==> src/reprog_defines.svh <==
`ifndef REPROG_DEFINES_SVH
`define REPROG_DEFINES_SVH

// ===========================================================================
// configuration command words, logical bit order
// ===========================================================================

`define ICAP_DUMMY_WORD   32'hFFFF_FFFF // bus width detect padding
`define ICAP_SYNC_WORD    32'hAA99_5566 // sync pattern
`define ICAP_NO_OP        32'h2000_0000 // type 1 no-op
`define ICAP_WRITE_WBSTAR 32'h3002_0001 // type 1 write, 1 word to WBSTAR
`define ICAP_WRITE_CMD    32'h3000_8001 // type 1 write, 1 word to CMD
`define ICAP_IPROG        32'h0000_000F // IPROG command code

// ===========================================================================
// flash start addresses of the two images
// ===========================================================================

`define GOLDEN_FLASH_ADDR 24'h00_0000 // fallback image at bottom of flash
`define MASTER_FLASH_ADDR 24'h40_0000 // regular image, upper half

// ===========================================================================
// command buffer
// ===========================================================================

// kept below the 8-word sequence so full can stall the sequencer
`define CMD_FIFO_DEPTH 4

`endif

==> src/icap_pkg.sv <==
`default_nettype none

// configuration port side types
package icap_pkg;

	// 32-bit configuration word, logical bit order
	typedef logic [31:0] cfg_word_t;

	// port bus as presented to the configuration access port
	typedef struct packed {
		logic      csib; // active-low enable
		cfg_word_t data; // bytes bit-reversed, port order
	} icap_bus_t;

endpackage

`default_nettype wire

==> src/reprog_pkg.sv <==
`default_nettype none

// reprogram control types
package reprog_pkg;

	typedef logic [23:0] flash_addr_t; // flash byte address

	// image chosen by the trigger
	typedef enum logic {
		IMAGE_GOLDEN = 1'b0,
		IMAGE_MASTER = 1'b1
	} image_sel_t;

	// command sequencer states
	typedef enum logic [3:0] {
		IDLE       = 4'd0,
		SEND_WORD1 = 4'd1, // dummy
		SEND_WORD2 = 4'd2, // sync
		SEND_WORD3 = 4'd3, // no-op
		SEND_WORD4 = 4'd4, // write WBSTAR
		SEND_WORD5 = 4'd5, // flash address
		SEND_WORD6 = 4'd6, // write CMD
		SEND_WORD7 = 4'd7, // IPROG
		SEND_WORD8 = 4'd8, // trailing no-op
		DONE       = 4'd9
	} seq_state_t;

endpackage

`default_nettype wire

==> src/reprog_sequencer.sv <==
`default_nettype none

`include "reprog_defines.svh"

module reprog_sequencer
	import icap_pkg::*, reprog_pkg::*;
(
	input  wire logic       clk,
	input  wire logic       reset,
	input  wire logic [1:0] trigger,   // [0] golden, [1] master
	input  wire logic       full,
	output logic            push,
	output cfg_word_t       push_word,
	output logic            done
);

// ===========================================================================
// state and image latch
// ===========================================================================

seq_state_t  state;
seq_state_t  state_next;
image_sel_t  image_sel;      // valid once out of IDLE
flash_addr_t flash_addr;

assign flash_addr = (image_sel == IMAGE_GOLDEN) ? `GOLDEN_FLASH_ADDR : `MASTER_FLASH_ADDR;

assign push = (state != IDLE) && (state != DONE) && !full; // only sending states push
assign done = (state == DONE);

always_ff @(posedge clk) begin
	if (reset) begin
		state <= IDLE;
	end else begin
		state <= state_next;
	end
end

always_ff @(posedge clk) begin
	if (state == IDLE) begin
		if (trigger[0]) begin
			image_sel <= IMAGE_GOLDEN; // golden wins when both set
		end else if (trigger[1]) begin
			image_sel <= IMAGE_MASTER;
		end
	end
end

// ===========================================================================
// word select and next state
// ===========================================================================

always_comb begin
	state_next = state;
	push_word  = `ICAP_NO_OP; // IDLE and DONE, never pushed
	case (state)
		IDLE: begin
			if (trigger[0] || trigger[1]) state_next = SEND_WORD1;
		end
		SEND_WORD1: begin
			push_word = `ICAP_DUMMY_WORD;
			if (push) state_next = SEND_WORD2;
		end
		SEND_WORD2: begin
			push_word = `ICAP_SYNC_WORD;
			if (push) state_next = SEND_WORD3;
		end
		SEND_WORD3: begin
			push_word = `ICAP_NO_OP;
			if (push) state_next = SEND_WORD4;
		end
		SEND_WORD4: begin
			push_word = `ICAP_WRITE_WBSTAR;
			if (push) state_next = SEND_WORD5;
		end
		SEND_WORD5: begin
			push_word = {8'h00, flash_addr}; // upper byte zero
			if (push) state_next = SEND_WORD6;
		end
		SEND_WORD6: begin
			push_word = `ICAP_WRITE_CMD;
			if (push) state_next = SEND_WORD7;
		end
		SEND_WORD7: begin
			push_word = `ICAP_IPROG;
			if (push) state_next = SEND_WORD8;
		end
		SEND_WORD8: begin
			push_word = `ICAP_NO_OP;
			if (push) state_next = DONE;
		end
		default: begin
			state_next = DONE; // parked, device reconfigures from here
		end
	endcase
end

// done is sticky until reset, triggers after the sequence are ignored
assert property (@(posedge clk) disable iff (reset) done |=> done)
	else $error("sequencer left DONE without reset");

endmodule

`default_nettype wire

==> src/cmd_fifo.sv <==
`default_nettype none

`include "reprog_defines.svh"

module cmd_fifo
	import icap_pkg::*;
(
	input  wire logic      clk,
	input  wire logic      reset,
	input  wire logic      push,
	input  cfg_word_t      push_word,
	input  wire logic      pop,
	output cfg_word_t      head_word,  // valid while empty is low
	output logic           full,
	output logic           empty
);

localparam int DEPTH = `CMD_FIFO_DEPTH;
localparam int PTR_W = (DEPTH > 1) ? $clog2(DEPTH) : 1;
localparam int CNT_W = $clog2(DEPTH + 1);

// ===========================================================================
// storage and pointers
// ===========================================================================

cfg_word_t        mem [DEPTH];
logic [PTR_W-1:0] wr_ptr;
logic [PTR_W-1:0] rd_ptr;
logic [CNT_W-1:0] count;   // occupied entries

assign full      = (count == CNT_W'(DEPTH));
assign empty     = (count == '0);
assign head_word = mem[rd_ptr]; // no read latency

always_ff @(posedge clk) begin
	if (push) begin
		mem[wr_ptr] <= push_word;
	end
end

always_ff @(posedge clk) begin
	if (reset) begin
		wr_ptr <= '0;
		rd_ptr <= '0;
		count  <= '0;
	end else begin
		if (push) begin
			wr_ptr <= (wr_ptr == PTR_W'(DEPTH - 1)) ? '0 : wr_ptr + 1'b1; // wrap
		end
		if (pop) begin
			rd_ptr <= (rd_ptr == PTR_W'(DEPTH - 1)) ? '0 : rd_ptr + 1'b1;
		end
		case ({push, pop})
			2'b10:   count <= count + 1'b1;
			2'b01:   count <= count - 1'b1;
			default: count <= count;     // both or neither, level unchanged
		endcase
	end
end

// ===========================================================================
// checks
// ===========================================================================

assert property (@(posedge clk) disable iff (reset) push |-> !full)
	else $error("FIFO overflow");

assert property (@(posedge clk) disable iff (reset) pop |-> !empty)
	else $error("FIFO underflow");

endmodule

`default_nettype wire

==> src/icap_writer.sv <==
`default_nettype none

`include "reprog_defines.svh"

module icap_writer
	import icap_pkg::*;
(
	input  wire logic clk,
	input  wire logic reset,
	input  cfg_word_t head_word,
	input  wire logic empty,
	input  wire logic hold,      // port busy, stop draining
	output logic      pop,
	output icap_bus_t icap_bus
);

// reverse bit order inside each byte, byte order kept
function automatic cfg_word_t byte_bitrev(input cfg_word_t w);
	cfg_word_t r;
	for (int b = 0; b < 4; b++) begin
		for (int i = 0; i < 8; i++) begin
			r[8*b + i] = w[8*b + 7 - i];
		end
	end
	return r;
endfunction

// ===========================================================================
// drain and register port bus
// ===========================================================================

assign pop = !empty && !hold;

always_ff @(posedge clk) begin
	if (reset) begin
		icap_bus.csib <= 1'b1;                     // disabled
		icap_bus.data <= byte_bitrev(`ICAP_NO_OP);
	end else if (pop) begin
		icap_bus.csib <= 1'b0;                     // enabled for this word
		icap_bus.data <= byte_bitrev(head_word);
	end else begin
		icap_bus.csib <= 1'b1;                     // idle
		icap_bus.data <= byte_bitrev(`ICAP_NO_OP);
	end
end

endmodule

`default_nettype wire

==> src/reprog_top.sv <==
`default_nettype none

module reprog_top
	import icap_pkg::*;
(
	input  wire logic       clk,
	input  wire logic       reset,
	input  wire logic [1:0] trigger,  // [0] golden, [1] master
	input  wire logic       hold,
	output icap_bus_t       icap_bus,
	output logic            done
);

// sequencer to FIFO
logic      push;
cfg_word_t push_word;
logic      full;

// FIFO to writer
cfg_word_t head_word;
logic      empty;
logic      pop;

reprog_sequencer u_sequencer (
	.clk       (clk),
	.reset     (reset),
	.trigger   (trigger),
	.full      (full),
	.push      (push),
	.push_word (push_word),
	.done      (done)
);

cmd_fifo u_fifo (
	.clk       (clk),
	.reset     (reset),
	.push      (push),
	.push_word (push_word),
	.pop       (pop),
	.head_word (head_word),
	.full      (full),
	.empty     (empty)
);

icap_writer u_writer (
	.clk       (clk),
	.reset     (reset),
	.head_word (head_word),
	.empty     (empty),
	.hold      (hold),
	.pop       (pop),
	.icap_bus  (icap_bus)
);

endmodule

`default_nettype wire

==> config.mk <==
export PLATFORM = sky130hd
export DESIGN_NAME = reprog_top
export DESIGN_NICKNAME = d
export VERILOG_FILES = /design/src/icap_pkg.sv /design/src/reprog_pkg.sv /design/src/reprog_sequencer.sv /design/src/cmd_fifo.sv /design/src/icap_writer.sv /design/src/reprog_top.sv
export VERILOG_INCLUDE_DIRS = /design/src
export SDC_FILE = /design/constraint.sdc
export NUM_CORES = 1
export LEC_CHECK = 0
export BUFFER_PORTS_ARGS = -buffer_cell sky130_fd_sc_hd__buf_4
export CAP_MARGIN = 20
export CELL_PAD_IN_SITES_DETAIL_PLACEMENT = 1
export CELL_PAD_IN_SITES_GLOBAL_PLACEMENT = 2
export CORE_MARGIN = 2
export CORE_UTILIZATION = 40
export DETAILED_ROUTE_END_ITERATION = 12
export GPL_ROUTABILITY_DRIVEN = 1
export GPL_TIMING_DRIVEN = 1
export MAX_ROUTING_LAYER = met4
export PLACE_DENSITY_LB_ADDON = 0.1
export SLEW_MARGIN = 20
export SYNTH_ARGS = -nofsm -noshare
export SYNTH_HDL_FRONTEND = slang
export SYNTH_SLANG_ARGS = --single-unit
==> constraint.sdc <==
create_clock -name clk -period 5.64 [get_ports clk]
set_input_delay 1.128 -clock clk [delete_from_list [all_inputs] [get_ports clk]]
set_output_delay 1.128 -clock clk [all_outputs]
set_load 0.03 [all_outputs]
==> results.toml <==
[critical_path]
crit_required_ns = 4.51
path_class = "reg2out"
start_kind = "register"
cp_data_arrival_time_ns = 1.56
cp-end-kind = "primary output"
critPathMaxFanout = 17

[pwr]
powerDensity_nw_per_um2 = 481
total_power_w = 0.00151
clkPwrFrac = 0.217
sw_frac_of_total = 0.339
p_sw_w = 0.000510
power_frac_seq = 0.483
power_frac_comb = 0.300
p_int_w = 0.000997
peakVddDrop_v = 0.000160
cellLeakagePower_nw = 1.14

[die]
start_util = 0.412
rows = 30
die_w_um = 87.4
core_sq_um = 6760
dieArea_sq_um = 7640
die_h_um = 87.4
ios = 39

[finish]
final_common_cell = "edfxtp_1"
drive_above_1_share = 0.305
nets = 233
num_antenna_cells = 0
fin_area_sq_um = 3130
final_cell_mix = "edfxtp_1, buf_4, dfxtp_1"
area_growth_pct = 12.5
final_cells = 306

[drt]
wl_per_cell_um = 17.0
drc = 0
final_antenna_net_count = 0
wl_mm = 5.21
initialDrtViolationCount = 43
via_per_inst = 5.06
vias = 1549
first_pass_iters = 4

[logic_synthesis]
post-synth-top-area-fraction = 0.442
synth_compound_area_frac = 0.0472
ys_seq_elements = 65
synthTopCellsByArea = "edfxtp_1, dfxtp_1, mux4_2"
synth_top_cell_by_area = "edfxtp_1"
synth_fa_ha_area_frac = 0.0342
syn-num-nets = 214
synth_xor_area_frac = 0.0157
synth_simple_gate_area_frac = 0.112
synth_cells = 202
yosysWarnings = 0
synth_seq_area_share = 0.615
synthMuxAreaShare = 0.0921
yosys.cell_types.count = 38
syn_area_sq_um = 2780
synth_top_family_by_area = "simple AND/OR/NAND/NOR gates"
syn_area_per_cell_sq_um = 13.8

[clock_network]
h-tree-depth = 3
cts.path.max_buffers = 2
post_cts_resized = 0
tritoncts = "done"
postCtsHoldBufs = 0
clk_pin_slew_worst_paths_ns = 0.07
clock_latency_ns = 0.32
clock_sinks = 65
cts_made_buffers = 9
root_buffer = "clkbuf_8"
postCtsSetupRepairBufs = 0

[timing]
slew_headroom = 0.512
timing.final.max_slew_violations = 0
setup_viol = 0
hold_ws_ns = 0.531
finalSetupTns_ns = 0
max_freq_ghz = 0.371
hold_viol = 0
period_needed_ns = 2.69
finalCritPeriodShare = 0.477
grt_setup_unrepaired = "false"
fin_skew_ns = 0.00652
max_slew.worst_pin.slew_ns = 0.731

[place]
dpl.hpwl_mm = 3.56
postPlaceCellArea_sq_um = 2970
portBuffers = 38
gp_congestion = 0.751
dp_cells = 290

[status]
status = "finished, final reports clean"

[flow_run]
maxCapViolCount = 0

[global_route]
grtUsageTotal = 0.151
grt_max_degree = 18
grt_pass1_wl_mm = 8.23
overflow = 0
grt_pass1_vias = 1637
antenna_found_initial = 0

[hold_path]
hp-class = "reg2reg"
## state kept, by name, summed over array words and instances, names as in the netlist, named ones only
register,flops
u_fifo.rd_ptr,2
u_writer.icap_bus,11
u_fifo.mem,40
u_sequencer.state,4
u_fifo.wr_ptr,2
u_sequencer.image_sel,1
u_fifo.count,3
## final timing paths
kind                                           start              end  slack (ns)  cells past startpoint
worst max-delay path            u_sequencer.state[2]             done        2.95                      3
worst min-delay path                u_fifo.rd_ptr[0]         register        0.53                      2
worst max register to register  u_sequencer.state[3]  u_fifo.count[2]        2.96                      9
worst min register to register      u_fifo.rd_ptr[0]         register        0.53                      2
## worst max-delay path, cell delays in order, from the launching register on
cell	delay, ns
dfxtp_1	0.68
nor2_1	0.18
and3_1	0.23
buf_4	0.16
## power by group through the flow
stage | clock network [W] | registers, W | logic, W
global route | 0.000360 | 0.000745 | 0.000495
detailed placement | 0 | 0.000742 | 0.000461
finish | 0.000328 | 0.000728 | 0.000452
floorplan | 0 | 0.000715 | 0.000363
global placement | 0 | 0.000728 | 0.000436
CTS | 0.000340 | 0.000731 | 0.000463
## layer usage
metal,wire [um],GRT usage,vias up,part of all wire
met5,0,-,-,0
met4,19,0.0587,0,0.0036
met3,153,0.0341,2,0.029
met2,2870,0.267,30,0.55
met1,2160,0.164,775,0.41
li1,-,-,742,-
## cell usage after synthesis, drive strengths merged
cell type  instances
or3b               2
a31oi              1
xnor2              1
dfxtp             24
and2               4
nor2              10
or4b               1
o21ai              7
nand2              1
nand3              3
a21oi              8
mux2i              2
nor2b             10
a41oi              1
nand3b             1
nor3               6
or4                3
ha                 6
clkbuf             2
or2                1
o31ai              1
mux2               1
nor3b              1
xor2               4
mux4              10
nand2b             5
or3                3
buf               28
inv                9
fa                 1
edfxtp            41
a211oi             3
and3               1
## stage by stage
| step | worst slack (ns) | utilization |
|---|---|---|
| after floorplan | 3.20 | - |
| after global placement | 3.03 | 0.439 |
| after detailed placement | 2.96 | 0.439 |
| after CTS | 2.92 | 0.464 |
| after global routing | 2.83 | 0.464 |
| final | 2.95 | 0.464 |
## final cells by class
class / count / area (sq um)
Fill cell: 692 / 3620
Sequential cell: 65 / 1710
Multi-Input combinational cell: 98 / 838
Timing Repair Buffer: 38 / 285
Clock buffer: 11 / 131
Tap cell: 80 / 100
Inverter: 9 / 33.8
Clock inverter: 5 / 32.5
## kinds of logic after synthesis
| group | Yosys count |
|---|---|
| AOI/OAI and AO/OA | 21 |
| buffers and inverters | 39 |
| xor gates and xnor gates | 5 |
| DFF | 65 |
| and+or+nand+nor | 52 |
| adders and majority gates | 7 |
| muxes | 13 |
(Power assumes the default switching activity.)
